==> src/bpu_cfg_pkg.sv <==
// ----------------------------------------
// sizes, index slicing and reset PC of the
// branch predictor, shared by every module
// ----------------------------------------
package bpu_cfg_pkg;

    localparam int PC_W = 32;
    typedef logic [PC_W-1:0] pc_t;

    // btb and bht share the same index bits, pc[7:2]
    localparam int BTB_IDX_W = 6;
    localparam int BTB_DEPTH = 1 << BTB_IDX_W;
    typedef logic [BTB_IDX_W-1:0] btb_idx_t;

    localparam int TAG_W = 8;              // pc[15:8]
    typedef logic [TAG_W-1:0] tag_t;

    localparam int HIST_W = 4;
    typedef logic [HIST_W-1:0] hist_t;

    localparam int PHT_PC_W = 4;           // pc[5:2]
    localparam int PHT_IDX_W = HIST_W + PHT_PC_W;
    localparam int PHT_DEPTH = 1 << PHT_IDX_W;
    typedef logic [PHT_IDX_W-1:0] pht_idx_t;

    typedef logic [1:0] scnt_t;
    localparam scnt_t SCNT_INIT = 2'b01;   // weakly not taken

    localparam int RAS_DEPTH = 8;
    typedef logic [$clog2(RAS_DEPTH)-1:0] ras_ptr_t;

    localparam int SWEEP_W = 8;            // covers the pht
    typedef logic [SWEEP_W-1:0] sweep_idx_t;

    localparam pc_t INIT_PC = 32'h1c00_0000;

    function automatic btb_idx_t get_btb_idx(input pc_t pc);
        return pc[BTB_IDX_W+1:2];
    endfunction

    function automatic tag_t get_tag(input pc_t pc);
        return pc[TAG_W+BTB_IDX_W+1:BTB_IDX_W+2];
    endfunction

    // history in the upper bits, low pc bits below
    function automatic pht_idx_t get_pht_idx(input hist_t hist, input pc_t pc);
        return {hist, pc[PHT_PC_W+1:2]};
    endfunction

endpackage

==> src/bpu_msg_pkg.sv <==
// ----------------------------------------
// kinds, states and the packed records
// passed between predictor blocks
// ----------------------------------------
package bpu_msg_pkg;

    import bpu_cfg_pkg::*;

    typedef enum logic [1:0] {
        BR_COND,
        BR_JUMP,
        BR_CALL,
        BR_RET
    } br_kind_e;

    typedef enum logic [1:0] {
        SW_IDLE,
        SW_CLEAR,
        SW_RUN
    } sweep_state_e;

    // backend feedback, one per cycle
    typedef struct packed {
        logic     update;
        pc_t      pc;
        pc_t      target;
        br_kind_e kind;
        logic     taken;
        hist_t    history;   // as reported at predict time
        scnt_t    scnt;
    } correct_info_t;

    typedef struct packed {
        tag_t     tag;
        pc_t      target;
        br_kind_e kind;
    } btb_entry_t;

    // payload handed to fetch
    typedef struct packed {
        pc_t      pc;
        pc_t      next_pc;
        logic     hit;
        br_kind_e kind;
        logic     taken;
        hist_t    history;
        scnt_t    scnt;
    } predict_info_t;

    typedef struct packed {
        hist_t history;
        scnt_t scnt;
        logic  taken;     // counter msb only
    } dir_pred_t;

endpackage

==> src/bpu_sweep_fsm.sv <==
// ----------------------------------------
// post-reset table clear sequencer, then
// holds prediction enabled
// ----------------------------------------
module bpu_sweep_fsm (
    input  logic clk,
    input  logic rst,
    input  logic last_i,
    output logic clear_en_o,
    output logic run_o
);

    import bpu_msg_pkg::*;

    sweep_state_e state_q;
    sweep_state_e state_d;

    always_comb begin
        state_d = state_q;
        case (state_q)
            SW_IDLE: begin
                state_d = SW_CLEAR;    // first cycle out of reset
            end
            SW_CLEAR: begin
                if (last_i) begin
                    state_d = SW_RUN;
                end
            end
            SW_RUN: begin
                state_d = SW_RUN;      // stays here until next reset
            end
            default: begin
                state_d = SW_IDLE;
            end
        endcase
    end

    always_ff @(posedge clk) begin
        if (rst) begin
            state_q <= SW_IDLE;
        end else begin
            state_q <= state_d;
        end
    end

    assign clear_en_o = (state_q == SW_CLEAR);
    assign run_o      = (state_q == SW_RUN);

endmodule

==> src/bpu_sweep_counter.sv <==
// ----------------------------------------
// walks every table index during clearing
// ----------------------------------------
module bpu_sweep_counter (
    input  logic                    clk,
    input  logic                    rst,
    input  logic                    en_i,
    output bpu_cfg_pkg::sweep_idx_t idx_o,
    output logic                    last_o
);

    import bpu_cfg_pkg::*;

    sweep_idx_t cnt_q;

    always_ff @(posedge clk) begin
        if (rst) begin
            cnt_q <= '0;
        end else if (en_i) begin
            cnt_q <= cnt_q + sweep_idx_t'(1);   // wraps back to 0 after the sweep
        end
    end

    assign idx_o  = cnt_q;
    assign last_o = (cnt_q == '1);

endmodule

==> src/bpu_btb.sv <==
// ----------------------------------------
// tagged target buffer, async read at the
// fetch pc, written by sweep or backend
// ----------------------------------------
module bpu_btb (
    input  logic                        clk,
    input  logic                        rst,
    input  logic                        clear_en_i,
    input  bpu_cfg_pkg::sweep_idx_t     clear_idx_i,
    input  bpu_cfg_pkg::pc_t            pc_i,
    output logic                        hit_o,
    output bpu_msg_pkg::btb_entry_t     entry_o,
    input  bpu_msg_pkg::correct_info_t  correct_i
);

    import bpu_cfg_pkg::*;
    import bpu_msg_pkg::*;

    btb_entry_t           entries [BTB_DEPTH];
    logic [BTB_DEPTH-1:0] valid_q;

    btb_idx_t   rd_idx;
    btb_idx_t   wr_idx;
    btb_entry_t wr_entry;
    logic       wr_valid;
    logic       we;

    assign rd_idx = get_btb_idx(pc_i);

    // sweep owns the write port while clearing
    always_comb begin
        if (clear_en_i) begin
            wr_idx   = clear_idx_i[BTB_IDX_W-1:0];
            wr_entry = '0;
            wr_valid = 1'b0;
        end else begin
            wr_idx          = get_btb_idx(correct_i.pc);
            wr_entry.tag    = get_tag(correct_i.pc);
            wr_entry.target = correct_i.target;
            wr_entry.kind   = correct_i.kind;
            wr_valid        = 1'b1;
        end
    end

    assign we = clear_en_i || correct_i.update;

    always_ff @(posedge clk) begin
        if (rst) begin
            valid_q <= '0;
        end else if (we) begin
            valid_q[wr_idx] <= wr_valid;
        end
    end

    always_ff @(posedge clk) begin
        if (we) begin
            entries[wr_idx] <= wr_entry;
        end
    end

    assign entry_o = entries[rd_idx];
    assign hit_o   = valid_q[rd_idx] && (entry_o.tag == get_tag(pc_i));   // tag from pc[15:8]

endmodule

==> src/bpu_dir_predictor.sv <==
// ----------------------------------------
// local history table feeding a table of
// 2-bit counters, trained by the backend
// ----------------------------------------
module bpu_dir_predictor (
    input  logic                        clk,
    input  logic                        clear_en_i,
    input  bpu_cfg_pkg::sweep_idx_t     clear_idx_i,
    input  bpu_cfg_pkg::pc_t            pc_i,
    output bpu_msg_pkg::dir_pred_t      pred_o,
    input  bpu_msg_pkg::correct_info_t  correct_i
);

    import bpu_cfg_pkg::*;
    import bpu_msg_pkg::*;

    hist_t bht [BTB_DEPTH];    // same pc bits as the btb
    scnt_t pht [PHT_DEPTH];

    hist_t    rd_hist;
    pht_idx_t rd_pht_idx;
    btb_idx_t wr_bht_idx;
    pht_idx_t wr_pht_idx;
    hist_t    wr_hist;
    scnt_t    wr_scnt;

    // saturating step from the value the backend echoed back
    function automatic scnt_t next_scnt(input scnt_t cur, input logic taken);
        if (taken) begin
            return (cur == 2'b11) ? cur : cur + scnt_t'(1);
        end
        return (cur == 2'b00) ? cur : cur - scnt_t'(1);
    endfunction

    // read path
    assign rd_hist    = bht[get_btb_idx(pc_i)];
    assign rd_pht_idx = get_pht_idx(rd_hist, pc_i);

    assign pred_o.history = rd_hist;
    assign pred_o.scnt    = pht[rd_pht_idx];
    assign pred_o.taken   = pred_o.scnt[1];

    // training path, indexed by the reported history
    assign wr_bht_idx = get_btb_idx(correct_i.pc);
    assign wr_pht_idx = get_pht_idx(correct_i.history, correct_i.pc);
    assign wr_hist    = {correct_i.history[HIST_W-2:0], correct_i.taken};
    assign wr_scnt    = next_scnt(correct_i.scnt, correct_i.taken);

    always_ff @(posedge clk) begin
        if (clear_en_i) begin
            // bht wraps over the sweep several times
            bht[clear_idx_i[BTB_IDX_W-1:0]] <= '0;
            pht[clear_idx_i[PHT_IDX_W-1:0]] <= SCNT_INIT;
        end else if (correct_i.update) begin
            bht[wr_bht_idx] <= wr_hist;
            pht[wr_pht_idx] <= wr_scnt;
        end
    end

endmodule

==> src/bpu_ras.sv <==
// ----------------------------------------
// return stack, grows upward and wraps,
// changed only by backend corrections
// ----------------------------------------
module bpu_ras (
    input  logic                        clk,
    input  logic                        rst,
    input  bpu_msg_pkg::correct_info_t  correct_i,
    output bpu_cfg_pkg::pc_t            top_o
);

    import bpu_cfg_pkg::*;
    import bpu_msg_pkg::*;

    pc_t      stack [RAS_DEPTH];
    ras_ptr_t top_ptr_q;    // current top entry
    ras_ptr_t wr_ptr;       // slot above the top
    logic     push;
    logic     pop;

    assign push   = correct_i.update && (correct_i.kind == BR_CALL);
    assign pop    = correct_i.update && (correct_i.kind == BR_RET);
    assign wr_ptr = top_ptr_q + ras_ptr_t'(1);

    always_ff @(posedge clk) begin
        if (push) begin
            stack[wr_ptr] <= correct_i.pc + pc_t'(4);   // return address
        end
    end

    always_ff @(posedge clk) begin
        if (rst) begin
            top_ptr_q <= '1;
        end else if (push) begin
            top_ptr_q <= wr_ptr;
        end else if (pop) begin
            top_ptr_q <= top_ptr_q - ras_ptr_t'(1);
        end
    end

    assign top_o = stack[top_ptr_q];

endmodule

==> src/bpu_fetch_pc.sv <==
// ----------------------------------------
// fetch pc register, next-pc select and
// the valid/ready stream toward fetch
// ----------------------------------------
module bpu_fetch_pc (
    input  logic                        clk,
    input  logic                        rst,
    input  logic                        run_i,
    input  logic                        flush_i,
    input  bpu_cfg_pkg::pc_t            redir_pc_i,
    input  logic                        hit_i,
    input  bpu_msg_pkg::btb_entry_t     entry_i,
    input  bpu_msg_pkg::dir_pred_t      dir_i,
    input  bpu_cfg_pkg::pc_t            ras_top_i,
    output bpu_cfg_pkg::pc_t            pc_o,
    input  logic                        fetch_ready_i,
    output logic                        fetch_valid_o,
    output bpu_msg_pkg::predict_info_t  fetch_data_o
);

    import bpu_cfg_pkg::*;
    import bpu_msg_pkg::*;

    pc_t           pc_q;
    pc_t           target;
    logic          taken;
    logic          fire;
    logic          stall_q;
    predict_info_t live_data;
    predict_info_t held_q;

    // unconditional kinds always jump on a hit
    assign taken  = hit_i && ((entry_i.kind != BR_COND) || dir_i.taken);
    assign target = (entry_i.kind == BR_RET) ? ras_top_i : entry_i.target;

    always_comb begin
        live_data.pc      = pc_q;
        live_data.next_pc = taken ? target : pc_q + pc_t'(4);
        live_data.hit     = hit_i;
        live_data.kind    = entry_i.kind;
        live_data.taken   = taken;
        live_data.history = dir_i.history;
        live_data.scnt    = dir_i.scnt;
    end

    assign fetch_valid_o = run_i;
    assign fire          = run_i && fetch_ready_i;

    // priority: flush, hold, offered next pc
    always_ff @(posedge clk) begin
        if (rst || !run_i) begin
            pc_q <= INIT_PC;
        end else if (flush_i) begin
            pc_q <= redir_pc_i;
        end else if (fire) begin
            pc_q <= fetch_data_o.next_pc;
        end
    end

    // freeze the offered payload so a correction under back-pressure can't change it
    always_ff @(posedge clk) begin
        if (rst) begin
            stall_q <= 1'b0;
        end else begin
            stall_q <= run_i && !fetch_ready_i && !flush_i;
        end
    end

    always_ff @(posedge clk) begin
        if (!stall_q) begin
            held_q <= live_data;
        end
    end

    assign fetch_data_o = stall_q ? held_q : live_data;
    assign pc_o         = pc_q;

endmodule

==> src/bpu_top.sv <==
// ----------------------------------------
// branch predictor top, one prediction per
// cycle to fetch, trained by the backend
// ----------------------------------------
module bpu_top (
    input  logic                        clk,
    input  logic                        rst,
    input  logic                        flush_i,
    input  bpu_cfg_pkg::pc_t            redir_pc_i,
    input  bpu_msg_pkg::correct_info_t  correct_i,
    input  logic                        fetch_ready_i,
    output logic                        fetch_valid_o,
    output bpu_msg_pkg::predict_info_t  fetch_data_o
);

    import bpu_cfg_pkg::*;
    import bpu_msg_pkg::*;

    logic       clear_en;
    logic       run;
    logic       last;
    sweep_idx_t clear_idx;
    pc_t        pc;
    logic       btb_hit;
    btb_entry_t btb_entry;
    dir_pred_t  dir_pred;
    pc_t        ras_top;

    // clearing control
    bpu_sweep_fsm sweep_fsm_i (
        .clk        (clk),
        .rst        (rst),
        .last_i     (last),
        .clear_en_o (clear_en),
        .run_o      (run)
    );

    bpu_sweep_counter sweep_counter_i (
        .clk    (clk),
        .rst    (rst),
        .en_i   (clear_en),
        .idx_o  (clear_idx),
        .last_o (last)
    );

    // tables
    bpu_btb btb_i (
        .clk         (clk),
        .rst         (rst),
        .clear_en_i  (clear_en),
        .clear_idx_i (clear_idx),
        .pc_i        (pc),
        .hit_o       (btb_hit),
        .entry_o     (btb_entry),
        .correct_i   (correct_i)
    );

    bpu_dir_predictor dir_predictor_i (
        .clk         (clk),
        .clear_en_i  (clear_en),
        .clear_idx_i (clear_idx),
        .pc_i        (pc),
        .pred_o      (dir_pred),
        .correct_i   (correct_i)
    );

    bpu_ras ras_i (
        .clk       (clk),
        .rst       (rst),
        .correct_i (correct_i),
        .top_o     (ras_top)
    );

    bpu_fetch_pc fetch_pc_i (
        .clk           (clk),
        .rst           (rst),
        .run_i         (run),
        .flush_i       (flush_i),
        .redir_pc_i    (redir_pc_i),
        .hit_i         (btb_hit),
        .entry_i       (btb_entry),
        .dir_i         (dir_pred),
        .ras_top_i     (ras_top),
        .pc_o          (pc),
        .fetch_ready_i (fetch_ready_i),
        .fetch_valid_o (fetch_valid_o),
        .fetch_data_o  (fetch_data_o)
    );

endmodule

==> config.mk <==
export PLATFORM = sky130hd
export DESIGN_NAME = bpu_top
export DESIGN_NICKNAME = d
export VERILOG_FILES = /design/src/bpu_cfg_pkg.sv /design/src/bpu_msg_pkg.sv /design/src/bpu_sweep_fsm.sv /design/src/bpu_sweep_counter.sv /design/src/bpu_btb.sv /design/src/bpu_dir_predictor.sv /design/src/bpu_ras.sv /design/src/bpu_fetch_pc.sv /design/src/bpu_top.sv
export SDC_FILE = /design/constraint.sdc
export NUM_CORES = 2
export LEC_CHECK = 0
export BUFFER_PORTS_ARGS = -buffer_cell sky130_fd_sc_hd__buf_2
export CAP_MARGIN = 5
export CORE_MARGIN = 1.5
export CORE_UTILIZATION = 35
export DETAILED_ROUTE_END_ITERATION = 12
export PLACE_DENSITY_LB_ADDON = 0.05
export SLEW_MARGIN = 20
export SYNTH_ARGS = -nofsm -noshare
export SYNTH_HDL_FRONTEND = slang
export SYNTH_SLANG_ARGS = --single-unit
export TNS_END_PERCENT = 1
==> constraint.sdc <==
create_clock -name clk -period 17.9 [get_ports clk]
set_input_delay 1.79 -clock clk [delete_from_list [all_inputs] [get_ports clk]]
set_output_delay 1.79 -clock clk [all_outputs]
set_load 0.005 [all_outputs]
==> results.yml <==
logic_synthesis:
  ys_dominant_reg_cell: "edfxtp_1"
  post_synth_mux_area_share_pct: 18.1
  synthTopCellsByArea: "edfxtp_1, mux4_2, dfxtp_1"
  mappedNetlistArea_um2: 153000
  yosysMostFrequentCell: "edfxtp_1"
  synth_top_area_share_pct: 72.7
  synth-seq-cells: 3905
  ys_warn_count: 0
  post_synth_and_or_nand_nor_area_fraction_pct: 2.92
  synth-compound-area-share_pct: 1.80
  synth_top_area_cell: "edfxtp_1"
  synth_seq_area_share_pct: 75.2
  synth_edf_count: 3712
  synth_xor_area_share_pct: 0.383
  synthAdderAreaFrac_pct: 0.0653
  synth.net_count: 7280
  syn-instance-count: 7162
  yosys.cell_types.count: 81
  syn-mean-instance-area_um2: 21.4
  most_instantiated_cells_after_synthesis: "edfxtp_1, mux4_2, nor2_1"
  ys_async_sr_fraction_pct: 0
  synth_top_family_by_area: "multiplexers"
timing:
  slew-limit-headroom_pct: 19.8
  worst_pin_slew_ns: 1.20
  fin_crit_ns: 10.01
  rsz0062_at_grt: "no"
  slew_violations: 0
  finalSetupViolCount: 0
  hold-worst-slack_ns: 0.442
  fmax_mhz: 99.9
  finalSetupTns_ns: 0
  layout_worst_path_cycle_share_pct: 55.9
  final.setup_skew_ns: 0.0495
  timing.final.hold_violations: 0
global_routing:
  grt_pass1_vias: 78400
  antenna_found_initial: 38
  grt_first_pass_wirelength_mm: 692
  grt.total_usage_pct: 22.9
  grt_max_degree: 209
  grt_overflow: 0
routing:
  drc: 0
  detail_route.iter0.violations: 7980
  ant_nets: 0
  via_count: 77100
  detail_route.wl_per_cell_um: 37.3
  drt_pass1_iterations: 7
  wirelength_mm: 512
  route.detailed.vias_per_inst: 5.61
cells_and_area:
  sequential_cell_area_um2: 115000
  filler_cell_count: 38500
  finalInstanceArea_um2: 177000
  post_layout_net_count: 7749
  area_growth_syn_to_fin_pct: 15.3
  final_layout_size_suffix_gt1_share_pct: 29.9
  layoutNonFillerInstCount: 13700
  multiInputGateArea_um2: 36600
  final_core_utilization_pct: 40.6
run_status:
  run_status: "completed"
clock_network:
  clk_latency_ns: 1.02
  clk_root_buffer_cell: "clkbuf_16"
  cts.hold.buffers_added: 0
  cts.sink_count: 3905
  cts_buffers: 434
  cts_setup_buffers: 0
  cts-root-to-sink-buffers: 4
  tritoncts_clock_tree: "yes"
  clkTransAtPathRegs_ns: 0.06
  cts_resized: 0
  htree_num_levels: 5
die:
  die-area_um2: 442000
  fp.dieW_um: 665
  fp.coreArea_um2: 435000
  initial_core_util_pct: 35.2
  floorplan.die.height_um: 665
  ios: 185
  fp-row-count: 242
pwr:
  total_switching_power_mw: 5.92
  seq_power_share_pct: 48.2
  static-leakage-power_nw: 54.3
  intPower_mw: 16.8
  clock_power_share_pct: 38.7
  vdd_drop_max_v: 0.0000819
  swShare_pct: 26.1
  power.density_nw_per_um2: 128
  power_frac_comb_pct: 13.1
critical_path:
  critPathKind: "flop to primary output"
  worst_setup_path_end_kind: "primary output"
  worst-endpoint-arrival_ns: 8.22
  crit_end: "fetch_data_o[17]"
  logic_depth_of_the_worst_register_to_register_path: 15
  worst-path-max-fanout: 56
  worst-r2r-setup-slack_ns: 10.31
  crit_required_ns: 16.11
  crit_path_start_kind: "flop"
placement:
  globalplace.congestion: 0.799
  placed_cells_incl_taps: 12900
  place_area_um2: 163000
  io_buffers: 184
  dp.final_hpwl_mm: 283
job:
  maxCapViolations: 0
hold_path:
  hp-class: "flop to flop"
==> kinds of logic after synthesis <==
family                   count (synthesis)
AO/OA/AOI/OAI                          407
multiplexers                          1291
flip-flops                            3905
AND/OR/NAND/NOR                       1021
XOR/XNOR                                67
buffers and inverters                  463
adder cells (fa/ha/maj)                  8
==> routing by layer <==
| metal | GRT usage (%) | routed length [um] | vias to the layer above |
|---|---|---|---|
| met5 | 0 | 53 | - |
| met4 | 5.64 | 13000 | 10 |
| met3 | 2.93 | 26200 | 648 |
| met2 | 37.9 | 249000 | 2486 |
| met1 | 32.2 | 224000 | 43000 |
| li1 | - | - | 30900 |
==> layout make-up <==
type / count / area share [%]
diodes: 14 / 0.0198
clock buffers: 549 / 6.57
clock inverters: 254 / 1.28
inverters: 31 / 0.0743
multi-input cells: 2794 / 20.7
flip-flops and latches: 3905 / 65.3
well taps: 5734 / 4.06
repair buffers: 465 / 2.03
==> layout by cell type, fill, tap and decap left out, drive strengths merged, types with 17 or more instances in the layout <==
| cell type | count |
|---|---|
| edfxtp | 3712 |
| mux4 | 1151 |
| nor2 | 559 |
| clkbuf | 549 |
| buf | 465 |
| clkinv | 199 |
| dfxtp | 193 |
| nand2 | 191 |
| a211oi | 103 |
| o21ai | 89 |
| mux2i | 82 |
| a21oi | 74 |
| nor2b | 65 |
| mux2 | 58 |
| xnor2 | 50 |
| nand3 | 45 |
| inv | 40 |
| bufinv | 34 |
| a22oi | 33 |
| or3 | 32 |
| nor3 | 24 |
| and3 | 19 |
| nand2b | 19 |
| xor2 | 17 |
==> state kept, by name (all words and copies together), names as in the netlist, named ones only <==
| signal | cells |
|---|---|
| sweep_counter_i.idx_o | 8 |
| sweep_fsm_i.state_q | 2 |
| ras_i.stack | 256 |
| btb_i.valid_q | 64 |
| btb_i.entries | 2688 |
| fetch_pc_i.pc_o | 32 |
| fetch_pc_i.stall_q | 1 |
| dir_predictor_i.pht | 512 |
| ras_i.top_ptr_q | 3 |
| dir_predictor_i.bht | 256 |
| fetch_pc_i.held_q | 74 |
==> power by group through the flow <==
stage | clock [mW] | combinational, mW | sequential, mW
finish | 8.79 | 2.98 | 10.9
global route | 9.29 | 3.15 | 10.9
CTS | 8.96 | 2.98 | 10.9
detailed placement | 0 | 2.98 | 11.1
global placement | 0 | 2.87 | 11.1
floorplan | 0 | 1.55 | 11.1
==> stage by stage <==
| stage | setup slack (ns) | total power, mW |
|---|---|---|
| finish | 7.89 | 22.7 |
| global route | 7.50 | 23.4 |
| floorplan | 3.90 | 12.7 |
| detailed placement | 8.72 | 14.1 |
| CTS | 7.65 | 22.9 |
| global placement | 8.75 | 14.0 |
==> critical path, cell delays in order (launching register included) <==
cell and delay [ns]:
dfxtp_4 0.78, buf_4 0.69, buf_4 0.71, buf_4 0.86
mux4_2 0.41, mux4_2 0.51, mux2i_1 0.19, mux2i_1 0.32
xnor2_1 0.30, o21ba_2 0.20, and4_1 0.23, nand2_1 0.76
a211oi_1 0.16, a211oi_1 0.67, buf_2 0.27
==> worst min path at each step <==
| stage | start | endpoint | slack [ns] | depth (start not counted) |
|---|---|---|---|---|
| final | fetch_pc_i.held_q[2]$_DFF_P_ | fetch_pc_i.held_q[2]$_DFF_P_ | 0.44 | 2 |
| after global routing | fetch_pc_i.held_q[60]$_DFF_P_ | fetch_pc_i.held_q[60]$_DFF_P_ | 0.48 | 1 |
| after floorplan | fetch_pc_i.held_q[2]$_DFF_P_ | fetch_pc_i.held_q[2]$_DFF_P_ | 0.44 | 2 |
| after global placement | fetch_pc_i.held_q[2]$_DFF_P_ | fetch_pc_i.held_q[2]$_DFF_P_ | 0.45 | 2 |
| after CTS | fetch_pc_i.held_q[2]$_DFF_P_ | fetch_pc_i.held_q[2]$_DFF_P_ | 0.45 | 2 |
| after detailed placement | fetch_pc_i.held_q[2]$_DFF_P_ | fetch_pc_i.held_q[2]$_DFF_P_ | 0.43 | 2 |
Note: power is estimated with default switching activity, not from simulation.
